===== src/include/cpu_config.svh =====
`ifndef CPU_CONFIG_SVH
`define CPU_CONFIG_SVH

// data and address width
`define CPU_WORD_WIDTH 8
`define CPU_RESET_IP 8'h00

// whole-byte opcodes
`define CPU_NOP_OPCODE 8'hFE
`define CPU_HLT_OPCODE 8'hFF

// opcode byte fields
`define CPU_OP_MSB 7
`define CPU_OP_LSB 4
`define CPU_DST_MSB 3
`define CPU_DST_LSB 2
`define CPU_SRC_MSB 1
`define CPU_SRC_LSB 0

// operation nibble patterns
`define CPU_OP_MOV 4'b0000
`define CPU_OP_ADD 4'b0001
`define CPU_OP_JMP 4'b1100

// mode codes
`define CPU_MODE_REG_A 2'b00
`define CPU_MODE_ADDR_REG_A 2'b01
`define CPU_MODE_ADDR_IMM 2'b10
`define CPU_MODE_IMM 2'b11

`endif


===== src/hdl/cpu_pkg.sv =====
`include "cpu_config.svh"

package cpu_pkg;

  typedef logic [`CPU_WORD_WIDTH-1:0] word_t;

  typedef enum logic [2:0] {
    MOV,
    ADD,
    JMP,
    NOP,
    HLT
  } opcode_t;

  // IMM as a destination means no write
  typedef enum logic [2:0] {
    REG_A,
    ADDR_REG_A,
    ADDR_IMM,
    IMM,
    UNUSED
  } operand_mode_t;

  typedef enum logic [1:0] {
    MEM_IDLE,
    MEM_READ,
    MEM_WRITE
  } mem_cmd_t;

  typedef struct packed {
    mem_cmd_t cmd;
    word_t    addr;
    word_t    wdata;
  } mem_req_t;

  typedef struct packed {
    opcode_t       op;
    operand_mode_t src;
    operand_mode_t dst;
  } decoded_t;

  typedef struct packed {
    word_t imm;
    word_t src;
    word_t dst_orig;
    word_t dst_addr;
  } operands_t;

  typedef struct packed {
    word_t addr;
    word_t data;
  } mem_write_t;

  typedef enum logic [2:0] {
    RESET_STAGE,
    FETCH_OP,
    FETCH_OPERANDS,
    EXECUTE,
    WRITE_MEM,
    HALT
  } stage_t;

  // order matters, the operand fetch skips forward by comparison
  typedef enum logic [2:0] {
    OF_IDLE,
    OF_SRC_IMM,
    OF_SRC_DATA,
    OF_DST_ADDR,
    OF_DST_DATA,
    OF_DONE
  } fetch_step_t;

endpackage


===== src/hdl/exec_unit.sv =====
`timescale 1ns/10ps

module exec_unit (
  input  logic                CLOCK,
  input  logic                RESET,
  input  logic                exec_strobe,
  input  cpu_pkg::decoded_t   decoded,
  input  cpu_pkg::operands_t  operands,
  output cpu_pkg::word_t      acc,
  output cpu_pkg::mem_write_t mem_write
);

  cpu_pkg::word_t result;
  logic           acc_write;
  logic           mem_dest;

  // **************************************************************************
  // ALU
  // **************************************************************************
  always_comb begin
    unique case (decoded.op)
      // wraps modulo 256
      cpu_pkg::ADD: result = operands.dst_orig + operands.src;
      cpu_pkg::MOV: result = operands.src;
      default:      result = operands.dst_orig;
    endcase
  end

  assign acc_write = exec_strobe && (decoded.dst == cpu_pkg::REG_A);
  assign mem_dest  = (decoded.dst == cpu_pkg::ADDR_REG_A) ||
                     (decoded.dst == cpu_pkg::ADDR_IMM);

  always_ff @(posedge CLOCK) begin
    if (RESET) begin
      acc <= '0;
    end else if (acc_write) begin
      acc <= result;
    end
  end

  // held for the two write cycles that follow
  always_ff @(posedge CLOCK) begin
    if (exec_strobe && mem_dest) begin
      mem_write.data <= result;
      if (decoded.dst == cpu_pkg::ADDR_REG_A) begin
        mem_write.addr <= acc;
      end else begin
        mem_write.addr <= operands.dst_addr;
      end
    end
  end

endmodule


===== src/hdl/instr_decoder.sv =====
`timescale 1ns/10ps
`include "cpu_config.svh"

module instr_decoder (
  input  logic              CLOCK,
  input  logic              RESET,
  input  logic              op_load,
  input  cpu_pkg::word_t    read_data,
  output cpu_pkg::decoded_t decoded
);

  function automatic cpu_pkg::operand_mode_t mode_of(logic [1:0] code);
    cpu_pkg::operand_mode_t mode;
    mode = cpu_pkg::UNUSED;
    case (code)
      `CPU_MODE_REG_A:      mode = cpu_pkg::REG_A;
      `CPU_MODE_ADDR_REG_A: mode = cpu_pkg::ADDR_REG_A;
      `CPU_MODE_ADDR_IMM:   mode = cpu_pkg::ADDR_IMM;
      `CPU_MODE_IMM:        mode = cpu_pkg::IMM;
    endcase
    return mode;
  endfunction

  function automatic cpu_pkg::decoded_t decode(cpu_pkg::word_t b);
    cpu_pkg::decoded_t d;
    d = '{op: cpu_pkg::HLT, src: cpu_pkg::UNUSED, dst: cpu_pkg::UNUSED};
    if (b == `CPU_NOP_OPCODE) begin
      d.op = cpu_pkg::NOP;
    end else if (b == `CPU_HLT_OPCODE) begin
      d.op = cpu_pkg::HLT;
    end else if (b[`CPU_OP_MSB:`CPU_OP_LSB] == `CPU_OP_MOV ||
                 b[`CPU_OP_MSB:`CPU_OP_LSB] == `CPU_OP_ADD) begin
      d.op  = (b[`CPU_OP_MSB:`CPU_OP_LSB] == `CPU_OP_ADD) ? cpu_pkg::ADD : cpu_pkg::MOV;
      d.src = mode_of(b[`CPU_SRC_MSB:`CPU_SRC_LSB]);
      d.dst = mode_of(b[`CPU_DST_MSB:`CPU_DST_LSB]);
    end else if (b[`CPU_OP_MSB:`CPU_OP_LSB] == `CPU_OP_JMP) begin
      // jump offset is always an immediate
      d.op  = cpu_pkg::JMP;
      d.src = cpu_pkg::IMM;
    end
    return d;
  endfunction

  always_ff @(posedge CLOCK) begin
    if (RESET) begin
      decoded <= decode(`CPU_NOP_OPCODE);
    end else if (op_load) begin
      decoded <= decode(read_data);
    end
  end

endmodule


===== src/hdl/operand_fetch.sv =====
`timescale 1ns/10ps

module operand_fetch (
  input  logic               CLOCK,
  input  logic               RESET,
  input  logic               operand_start,
  input  cpu_pkg::decoded_t  decoded,
  input  cpu_pkg::word_t     ip,
  input  cpu_pkg::word_t     acc,
  input  cpu_pkg::word_t     read_data,
  output cpu_pkg::mem_req_t  operand_req,
  output cpu_pkg::word_t     ip_advance,
  output logic               operand_done,
  output cpu_pkg::operands_t operands
);

  cpu_pkg::fetch_step_t step;
  logic                 phase;
  // next instruction byte to consume
  cpu_pkg::word_t       ptr;

  // first step after s that the modes need
  function automatic cpu_pkg::fetch_step_t step_after(cpu_pkg::fetch_step_t s,
                                                      cpu_pkg::decoded_t d);
    cpu_pkg::fetch_step_t nxt;
    logic                 need_src_imm;
    logic                 need_src_data;
    logic                 need_dst_addr;
    logic                 need_dst_data;
    need_src_imm  = (d.src == cpu_pkg::IMM) || (d.src == cpu_pkg::ADDR_IMM);
    need_src_data = (d.src == cpu_pkg::ADDR_REG_A) || (d.src == cpu_pkg::ADDR_IMM);
    need_dst_addr = (d.dst == cpu_pkg::ADDR_IMM);
    need_dst_data = (d.dst == cpu_pkg::ADDR_REG_A) || (d.dst == cpu_pkg::ADDR_IMM);
    nxt = cpu_pkg::OF_DONE;
    if (need_dst_data && s < cpu_pkg::OF_DST_DATA) nxt = cpu_pkg::OF_DST_DATA;
    if (need_dst_addr && s < cpu_pkg::OF_DST_ADDR) nxt = cpu_pkg::OF_DST_ADDR;
    if (need_src_data && s < cpu_pkg::OF_SRC_DATA) nxt = cpu_pkg::OF_SRC_DATA;
    if (need_src_imm && s < cpu_pkg::OF_SRC_IMM) nxt = cpu_pkg::OF_SRC_IMM;
    return nxt;
  endfunction

  // **************************************************************************
  // read sequencing
  // **************************************************************************
  always_ff @(posedge CLOCK) begin
    if (RESET) begin
      step  <= cpu_pkg::OF_IDLE;
      phase <= 1'b0;
    end else begin
      case (step)
        cpu_pkg::OF_IDLE: begin
          phase <= 1'b0;
          if (operand_start) begin
            step <= step_after(cpu_pkg::OF_IDLE, decoded);
          end
        end
        cpu_pkg::OF_DONE: begin
          step <= cpu_pkg::OF_IDLE;
        end
        default: begin
          phase <= ~phase;
          if (phase) begin
            step <= step_after(step, decoded);
          end
        end
      endcase
    end
  end

  // data captured at the end of each read
  always_ff @(posedge CLOCK) begin
    if (operand_start) begin
      ptr               <= ip;
      operands.src      <= acc;
      operands.dst_orig <= acc;
    end else if (phase) begin
      case (step)
        cpu_pkg::OF_SRC_IMM: begin
          operands.imm <= read_data;
          if (decoded.src == cpu_pkg::IMM) begin
            operands.src <= read_data;
          end
          ptr <= ptr + 1'b1;
        end
        cpu_pkg::OF_SRC_DATA: operands.src <= read_data;
        cpu_pkg::OF_DST_ADDR: begin
          operands.dst_addr <= read_data;
          ptr               <= ptr + 1'b1;
        end
        cpu_pkg::OF_DST_DATA: operands.dst_orig <= read_data;
        default: begin
        end
      endcase
    end
  end

  always_comb begin
    operand_req = '{cmd: cpu_pkg::MEM_READ, addr: ptr, wdata: '0};
    case (step)
      cpu_pkg::OF_SRC_DATA:
        operand_req.addr = (decoded.src == cpu_pkg::ADDR_REG_A) ? acc : operands.imm;
      cpu_pkg::OF_DST_DATA:
        operand_req.addr = (decoded.dst == cpu_pkg::ADDR_REG_A) ? acc : operands.dst_addr;
      cpu_pkg::OF_IDLE, cpu_pkg::OF_DONE:
        operand_req.cmd = cpu_pkg::MEM_IDLE;
      default: begin
      end
    endcase
  end

  assign ip_advance   = ptr;
  assign operand_done = (step == cpu_pkg::OF_DONE);

endmodule


===== src/hdl/cpu_sequencer.sv =====
`timescale 1ns/10ps
`include "cpu_config.svh"

module cpu_sequencer (
  input  logic                CLOCK,
  input  logic                RESET,
  input  cpu_pkg::decoded_t   decoded,
  input  cpu_pkg::operands_t  operands,
  input  cpu_pkg::mem_req_t   operand_req,
  input  logic                operand_done,
  input  cpu_pkg::word_t      ip_advance,
  input  cpu_pkg::mem_write_t mem_write,
  output logic                op_load,
  output logic                operand_start,
  output logic                exec_strobe,
  output cpu_pkg::word_t      ip,
  output cpu_pkg::mem_req_t   mem_req,
  output logic                halted
);

  cpu_pkg::stage_t stage;
  // second cycle of a two-cycle access, or operands requested
  logic            phase;

  // **************************************************************************
  // stage machine and instruction pointer
  // **************************************************************************
  always_ff @(posedge CLOCK) begin
    if (RESET) begin
      stage <= cpu_pkg::RESET_STAGE;
      phase <= 1'b0;
      ip    <= `CPU_RESET_IP;
    end else begin
      unique case (stage)
        cpu_pkg::RESET_STAGE: begin
          stage <= cpu_pkg::FETCH_OP;
          phase <= 1'b0;
        end
        cpu_pkg::FETCH_OP: begin
          phase <= ~phase;
          if (phase) begin
            ip    <= ip + 1'b1;
            stage <= cpu_pkg::FETCH_OPERANDS;
          end
        end
        cpu_pkg::FETCH_OPERANDS: begin
          if (!phase) begin
            // decoded is valid here for the first time
            if (decoded.op == cpu_pkg::HLT) begin
              stage <= cpu_pkg::HALT;
            end else begin
              phase <= 1'b1;
            end
          end else if (operand_done) begin
            ip    <= ip_advance;
            phase <= 1'b0;
            stage <= cpu_pkg::EXECUTE;
          end
        end
        cpu_pkg::EXECUTE: begin
          // relative to the byte after the immediate
          if (decoded.op == cpu_pkg::JMP) begin
            ip <= ip + operands.imm;
          end
          if (decoded.dst == cpu_pkg::ADDR_REG_A || decoded.dst == cpu_pkg::ADDR_IMM) begin
            stage <= cpu_pkg::WRITE_MEM;
          end else begin
            stage <= cpu_pkg::FETCH_OP;
          end
        end
        cpu_pkg::WRITE_MEM: begin
          phase <= ~phase;
          if (phase) begin
            stage <= cpu_pkg::FETCH_OP;
          end
        end
        default: begin
          stage <= cpu_pkg::HALT;
        end
      endcase
    end
  end

  assign op_load       = (stage == cpu_pkg::FETCH_OP) && phase;
  assign operand_start = (stage == cpu_pkg::FETCH_OPERANDS) && !phase &&
                         (decoded.op != cpu_pkg::HLT);
  assign exec_strobe   = (stage == cpu_pkg::EXECUTE);
  assign halted        = (stage == cpu_pkg::HALT);

  // bus owner by stage
  always_comb begin
    unique case (stage)
      cpu_pkg::FETCH_OP:
        mem_req = '{cmd: cpu_pkg::MEM_READ, addr: ip, wdata: '0};
      cpu_pkg::FETCH_OPERANDS:
        mem_req = operand_req;
      cpu_pkg::WRITE_MEM:
        mem_req = '{cmd: cpu_pkg::MEM_WRITE, addr: mem_write.addr, wdata: mem_write.data};
      default:
        mem_req = '{cmd: cpu_pkg::MEM_IDLE, addr: ip, wdata: '0};
    endcase
  end

endmodule


===== src/hdl/cpu_top.sv =====
`timescale 1ns/10ps

module cpu_top (
  input  logic             CLOCK,
  input  logic             RESET,
  input  cpu_pkg::word_t   read_data,
  output cpu_pkg::mem_req_t mem_req,
  output cpu_pkg::word_t   acc_out,
  output logic             halted
);

  cpu_pkg::decoded_t   decoded;
  cpu_pkg::operands_t  operands;
  cpu_pkg::mem_req_t   operand_req;
  cpu_pkg::mem_write_t mem_write;
  cpu_pkg::word_t      ip;
  cpu_pkg::word_t      ip_advance;
  cpu_pkg::word_t      acc;
  logic                op_load;
  logic                operand_start;
  logic                operand_done;
  logic                exec_strobe;

  cpu_sequencer sequencer_i (
    .CLOCK         (CLOCK),
    .RESET         (RESET),
    .decoded       (decoded),
    .operands      (operands),
    .operand_req   (operand_req),
    .operand_done  (operand_done),
    .ip_advance    (ip_advance),
    .mem_write     (mem_write),
    .op_load       (op_load),
    .operand_start (operand_start),
    .exec_strobe   (exec_strobe),
    .ip            (ip),
    .mem_req       (mem_req),
    .halted        (halted)
  );

  instr_decoder decoder_i (
    .CLOCK     (CLOCK),
    .RESET     (RESET),
    .op_load   (op_load),
    .read_data (read_data),
    .decoded   (decoded)
  );

  operand_fetch operand_fetch_i (
    .CLOCK         (CLOCK),
    .RESET         (RESET),
    .operand_start (operand_start),
    .decoded       (decoded),
    .ip            (ip),
    .acc           (acc),
    .read_data     (read_data),
    .operand_req   (operand_req),
    .ip_advance    (ip_advance),
    .operand_done  (operand_done),
    .operands      (operands)
  );

  exec_unit exec_unit_i (
    .CLOCK       (CLOCK),
    .RESET       (RESET),
    .exec_strobe (exec_strobe),
    .decoded     (decoded),
    .operands    (operands),
    .acc         (acc),
    .mem_write   (mem_write)
  );

  assign acc_out = acc;

endmodule


===== config.mk =====
export PLATFORM = sky130hd
export DESIGN_NAME = cpu_top
export DESIGN_NICKNAME = d
export VERILOG_FILES = /design/src/hdl/cpu_pkg.sv /design/src/hdl/exec_unit.sv /design/src/hdl/instr_decoder.sv /design/src/hdl/operand_fetch.sv /design/src/hdl/cpu_sequencer.sv /design/src/hdl/cpu_top.sv
export VERILOG_INCLUDE_DIRS = /design/src /design/src/include
export SDC_FILE = /design/constraint.sdc
export NUM_CORES = 1
export LEC_CHECK = 0
export ABC_AREA = 1
export BUFFER_PORTS_ARGS = -buffer_cell sky130_fd_sc_hd__buf_2
export CORE_MARGIN = 4
export CORE_UTILIZATION = 61
export CTS_CLUSTER_DIAMETER = 120
export DETAILED_ROUTE_END_ITERATION = 8
export PLACE_DENSITY_LB_ADDON = 0.08
export REMOVE_ABC_BUFFERS = 1
export SLEW_MARGIN = 15
export SYNTH_ARGS = -nofsm -noshare
export SYNTH_HDL_FRONTEND = slang
export SYNTH_HIERARCHICAL = 1
export SYNTH_SLANG_ARGS = --single-unit

===== constraint.sdc =====
create_clock -name CLOCK -period 2.9 [get_ports CLOCK]
set_input_delay 0.58 -clock CLOCK [delete_from_list [all_inputs] [get_ports CLOCK]]
set_output_delay 0.58 -clock CLOCK [all_outputs]
set_load 0.02 [all_outputs]

==> impl_metrics.json, run 1 <==
{
  "finalMaxSlewViolations": 0,
  "worstPathMaxFanout": 7,
  "synth_ff_type": "edfxtp_1",
  "grt_pass1_wl_um": 22800,
  "fmax_mhz": 376,
  "tightest_slew_ps": 849,
  "netlist_top_cells_area": "edfxtp_1, nand2_1, dfxtp_1, inv_1, nand3_1",
  "cts_buffer_depth": 2,
  "period_share_pct": 91.7,
  "clockPowerShare_pct": 17.1,
  "r2r_start": "sequencer_i/stage[2]",
  "combPwrFrac_pct": 43.8,
  "hpwl_um": 10900,
  "drt_pass1_iterations": 8,
  "finalWorstSetupSlack_ps": 240,
  "ff2ff_setup_slack_ps": 410,
  "ioPinCount": 37,
  "grt_pass1_vias": 4727,
  "synth_async_sr_flop_share_pct": 0,
  "routed_wl_um": 14200,
  "drcViolationCount": 0,
  "rows": 34,
  "synth_top_area_share_pct": 29.9,
  "synth_warnings": 6,
  "path_clk_slew_ps": 90,
  "ant_nets": 0,
  "r2r_end": "sequencer_i/ip[4]",
  "reg2regPathDepth": 11,
  "die_x_um": 104,
  "p_sw_w": 0.00205,
  "place.gp.congestion": 0.923,
  "synth_area_per_cell_um2": 7.78,
  "grt.total_usage_pct": 26.1,
  "hold_class": "in2reg",
  "cp-start-kind": "register",
  "die_h_um": 104,
  "min_from": "read_data[1]",
  "p_leak_nw": 2.76,
  "syn-instance-count": 722,
  "cts_setup_buffers": 0,
  "grt_max_degree": 29,
  "wl_per_cell_um": 16.2,
  "antenna_cells": 0,
  "worstPathArrival_ps": 2080,
  "end_kind": "primary output",
  "fin_tns_setup_ps": 0,
  "die_area_um2": 10800,
  "synth-seq-cells": 89,
  "status": "complete, no violations",
  "cts_made_buffers": 9,
  "viasPerCell": 5.86,
  "synth_edf_count": 56,
  "clk_root_buffer_cell": "clkbuf_8",
  "ir_drop_mv": 0.399,
  "first_iter_violations": 421,
  "ys_types": 49,
  "cts_tree": "built",
  "cts_sinks": 89,
  "dp_slack_ps": 507,
  "n_fill_cell": 759,
  "portBuffers": 36,
  "htreeDepth": 3,
  "whs_path_depth": 1,
  "powerDensity_nw_per_um2": 771,
  "hold_viol": 0,
  "seqPwrFrac_pct": 39.1,
  "ys_seq_area_share_pct": 41.7,
  "required_ps": 2320,
  "area_growth_syn_to_layout_pct": 7.80,
  "criticalPathCategory": "reg2out",
  "clk_latency_ps": 350,
  "antenna_found_initial": 0,
  "placedCellCount": 858,
  "slew_headroom_pct": 43.0,
  "overflow": 0,
  "core_region_area_um2": 8850,
  "post-route-util_pct": 68.4,
  "setup_violations": 0,
  "clock_skew_ps": 11.0,
  "fin_cells": 874,
  "vias": 5121,
  "synth_top_cell_by_area": "edfxtp_1",
  "swShare_pct": 43.8,
  "drive_above_1_share_pct": 17.6,
  "nets": 788,
  "cap_violations": 0,
  "min_to": "operand_fetch_i/operands[1]",
  "initial_core_util_pct": 63.5,
  "netlist_area_um2": 5620,
  "period_minus_slack_ps": 2660,
  "internal_power_w": 0.00262,
  "crit_start": "operand_fetch_i/step[2]",
  "netlist_top_cells_count": "nand2_1, inv_1, nand3_1, edfxtp_1, a21oi_1",
  "synth_most_common_cell": "nand2_1",
  "total_power_w": 0.00467,
  "rsz0062_at_grt": "no"
}
==> power groups by stage <==
stage | combinational (W) | clock [W] | sequential (W)
global placement | 0.00195 | 0 | 0.00184
finish | 0.00204 | 0.000797 | 0.00183
global route | 0.00227 | 0.000859 | 0.00185
floorplan | 0.00151 | 0 | 0.00178
CTS | 0.00201 | 0.000805 | 0.00182
detailed placement | 0.00201 | 0 | 0.00185
==> flip-flops by register name (all words and copies together), names as in the netlist <==
register	flops
exec_unit_i/mem_write	16
operand_fetch_i/operands	32
sequencer_i/stage	3
decoder_i/decoded	9
operand_fetch_i/step	3
sequencer_i/ip	8
operand_fetch_i/ip_advance	8
operand_fetch_i/phase	1
sequencer_i/phase	1
exec_unit_i/acc	8
==> routing by layer <==
| metal | GRT usage [%] | vias up | routed length, µm |
|---|---|---|---|
| met4 | 8.07 | 0 | 323 |
| met5 | 0 | - | 0 |
| met1 | 36.3 | 2370 | 6170 |
| met2 | 42.8 | 247 | 6450 |
| li1 | - | 2469 | - |
| met3 | 3.35 | 35 | 1210 |
==> per-stage QoR <==
| step | hold WS (ps) | area (µm²) |
|---|---|---|
| 3_5_place_dp | 484 | 5870 |
| 4_1_cts | 476 | 6050 |
| 3_3_place_gp | 475 | 5870 |
| 6_report | 486 | 6050 |
| 2_1_floorplan | 452 | 5490 |
| 5_1_grt | 479 | 6050 |
==> worst max path at each step <==
stage,cells after the start,end,slack (ps)
finish,9,mem_req[8],240
global placement,9,mem_req[15],590
detailed placement,11,sequencer_i/ip[4],510
floorplan,7,operand_fetch_i/operands[10],280
CTS,9,mem_req[8],130
global route,9,mem_req[10],130
==> cell usage in the layout (no fill, tap or decap), drive strengths merged, types with 12 or more instances in the layout <==
cell type / count
nand3: 68
nand2: 195
ha: 15
edfxtp: 56
dfxtp: 33
o211ai: 16
o21ai: 48
inv: 115
a22o: 12
a21oi: 43
buf: 45
nor2: 46
==> cell families (layout without fill, tap and decap cells) <==
family                   Yosys count  in the layout  synth area share, %
AND/OR/NAND/NOR                  339            339                 27.9
buffers and inverters            137            173                 10.3
AO/OA/AOI/OAI                    133            133                 14.9
flip-flops                        89             89                 41.7
adder cells (fa/ha/maj)           17             17                 4.06
XOR/XNOR                           4              4                0.624
multiplexers                       2              2                0.401
other                              1              9               0.0668
==> worst max-delay path, stage by stage, from the launching register on <==
cell and delay [ps]:
dfxtp_1 510, inv_2 120, nor3_4 310, inv_2 120, a21oi_1 140, o21ai_1 90
nand3_1 80, nand2_1 60, o211ai_1 110, buf_2 200
==> what timing repair did <==
| action | in CTS | in global routing |
|---|---|---|
| endpoints found under the setup margin | 0 | 5 |
| gates resized for setup | 0 | 1 |
| hold buffers | 0 | 0 |
| hold endpoints to repair | 0 | 0 |
==> layout make-up <==
| class | count | area, µm² | share of cell area (%) |
|---|---|---|---|
| multi-input combinational | 504 | 2730 | 45.1 |
| clock inverter | 6 | 51.3 | 0.847 |
| clock buffer | 10 | 128 | 2.11 |
| tap | 108 | 135 | 2.23 |
| sequential | 89 | 2340 | 38.7 |
| inverter | 112 | 420 | 6.95 |
| timing repair buffer | 45 | 248 | 4.09 |
Note: power is estimated with default switching activity, not from simulation.
==> run 2: changes to the inputs <==
--- a/config.mk
+++ b/config.mk
@@ -8,11 +8,11 @@
 export LEC_CHECK = 0
 export ABC_AREA = 1
 export BUFFER_PORTS_ARGS = -buffer_cell sky130_fd_sc_hd__buf_2
-export CORE_MARGIN = 4
+export CORE_ASPECT_RATIO = 0.6
 export CORE_UTILIZATION = 61
 export CTS_CLUSTER_DIAMETER = 120
 export DETAILED_ROUTE_END_ITERATION = 8
-export PLACE_DENSITY_LB_ADDON = 0.08
+export PLACE_DENSITY = 0.8
 export REMOVE_ABC_BUFFERS = 1
 export SLEW_MARGIN = 15
 export SYNTH_ARGS = -nofsm -noshare
==> impl_metrics.json, run 2 (synthesis results as in run 1) <==
{
  "cts_sinks": 89,
  "clk_root_buffer_cell": "clkbuf_16",
  "whs_path_depth": 2,
  "antenna_cells": 0,
  "final_cell_mix": "nand2_1, inv_1, nand3_1, edfxtp_1, a21oi_1",
  "drt_pass1_iterations": 6,
  "wl_per_cell_um": 17.3,
  "r2r_start": "sequencer_i/stage[2]",
  "drcViolationCount": 0,
  "fmax_mhz": 362,
  "slowest_stage": "dfxtp_1",
  "period_share_pct": 95.2,
  "reg.largest.list": "operand_fetch_i/operands (32), exec_unit_i/mem_write (16), decoder_i/decoded (9)",
  "setup_violations": 0,
  "die_area_um2": 9610,
  "first_iter_violations": 719,
  "reg2regPathDepth": 11,
  "grt_max_degree": 27,
  "cp_slowest_stage_delay_ps": 540,
  "cts_buffer_depth": 2,
  "fin_cells": 878,
  "required_ps": 2320,
  "worstPathMaxFanout": 7,
  "cp_num_buf_inv": 3,
  "overflow": 0,
  "die_x_um": 126,
  "viasPerCell": 6.01,
  "drive_above_1_share_pct": 17.8,
  "hold_viol": 0,
  "path_cells": "inv_2, nor3_4, buf_4, o21a_1, o21ai_0, nand3_1, nand2_1, o211ai_1, buf_2",
  "r2r_end": "sequencer_i/ip[4]",
  "holdWs_ps": 500,
  "slew_headroom_pct": 42.2,
  "placedCellCount": 860,
  "clock_skew_ps": 10.3,
  "routed_wl_um": 15200,
  "vias": 5280,
  "holdBufCountCts": 0,
  "htreeDepth": 3,
  "nets": 788,
  "cap_violations": 0,
  "regMostFlops": "operand_fetch_i/operands",
  "die_h_um": 76.3,
  "rsz0062_at_grt": "no",
  "cts_made_buffers": 9,
  "grt_pass1_wl_um": 24400,
  "hpwl_um": 11400,
  "portBuffers": 36,
  "min_from": "decoder_i/decoded[4]",
  "powerDensity_nw_per_um2": 832,
  "period_minus_slack_ps": 2760,
  "cp-start-kind": "register",
  "clk_latency_ps": 350,
  "finalMaxSlewViolations": 0,
  "ant_nets": 0,
  "initial_core_util_pct": 64.4,
  "cp_top_family": "flip-flops",
  "criticalPathCategory": "reg2out",
  "ioPinCount": 37,
  "largest_reg_flops": 32,
  "fin_tns_setup_ps": 0,
  "grt_pass1_vias": 4877,
  "hold_class": "reg2reg",
  "ff2ff_setup_slack_ps": 460,
  "grt.total_usage_pct": 33.1,
  "cts_tree": "built",
  "rows": 26,
  "path_clk_slew_ps": 70,
  "final_common_cell": "nand2_1",
  "ir_drop_mv": 0.503,
  "min_to": "decoder_i/decoded[4]",
  "core_region_area_um2": 8720,
  "status": "complete, no violations",
  "area_growth_syn_to_layout_pct": 10.3,
  "worstPathArrival_ps": 2180,
  "antenna_found_initial": 0,
  "end_kind": "primary output",
  "tightest_slew_ps": 861,
  "place.gp.congestion": 0.947,
  "p_leak_nw": 2.82
}
run 2: changes by cell type in the layout (fill, tap and decap cells not counted), sizes merged:
| cell | change |
|---|---|
| clkinv | -1 |
| clkbuf | +1 |
run 2: per-layer routing:
metal / routed length (µm) / global-route usage, % / vias up / share of wire, %
li1: - / - / 2466 / -
met1: 6570 / 46.9 / 2392 / 43
met2: 6350 / 49.2 / 383 / 42
met3: 2070 / 9.62 / 39 / 14
met4: 234 / 9.40 / 0 / 1.5
met5: 0 / 0 / - / 0
run 2: what timing repair did:
| item | in CTS | in global routing |
|---|---|---|
| setup buffers | 0 | 2 |
| gates resized for setup | 0 | 1 |
| endpoints found under the setup margin | 0 | 8 |
run 2: final cells by class:
type                    count  area [µm²]
clock buffers              11         275
fillers                   691        2530
clock inverters             5        37.5
multi-input cells         504        2730
inverters                 112         420
flip-flops and latches     89        2340
repair buffers             45         248
well taps                 112         140
run 2: report_power, final:
group          total [W]  internal, W  switching [W]
registers        0.00184      0.00160       0.000235
clock network    0.00120     0.000694       0.000511
logic            0.00211     0.000701        0.00141
total            0.00515      0.00300        0.00216
run 2: worst min-delay path: cells and delay by family (launching register included):
family / cells / cell delay, ps
compound gates: 1 / 60
flops: 1 / 330
simple gates: 1 / 70
run 2: worst max path at each step:
stage	start	end	slack, ps	cells after the start
after floorplan	sequencer_i/stage[0]	operand_fetch_i/operands[10]	280	7
after global placement	operand_fetch_i/step[2]	mem_req[15]	610	9
after detailed placement	operand_fetch_i/step[2]	mem_req[10]	460	9
after CTS	operand_fetch_i/step[2]	mem_req[15]	60	9
after global routing	operand_fetch_i/step[2]	mem_req[8]	30	9
final	operand_fetch_i/step[2]	mem_req[14]	140	9
run 2: stage by stage:
stage	setup slack, ps	power [W]	util [%]	area [µm²]
after floorplan	283	0.00328	-	5490
after global placement	608	0.00379	67.2	5860
after detailed placement	455	0.00386	67.2	5860
after CTS	63.7	0.00507	70.8	6170
after global routing	29.2	0.00544	71.0	6190
final	140	0.00515	71.0	6190
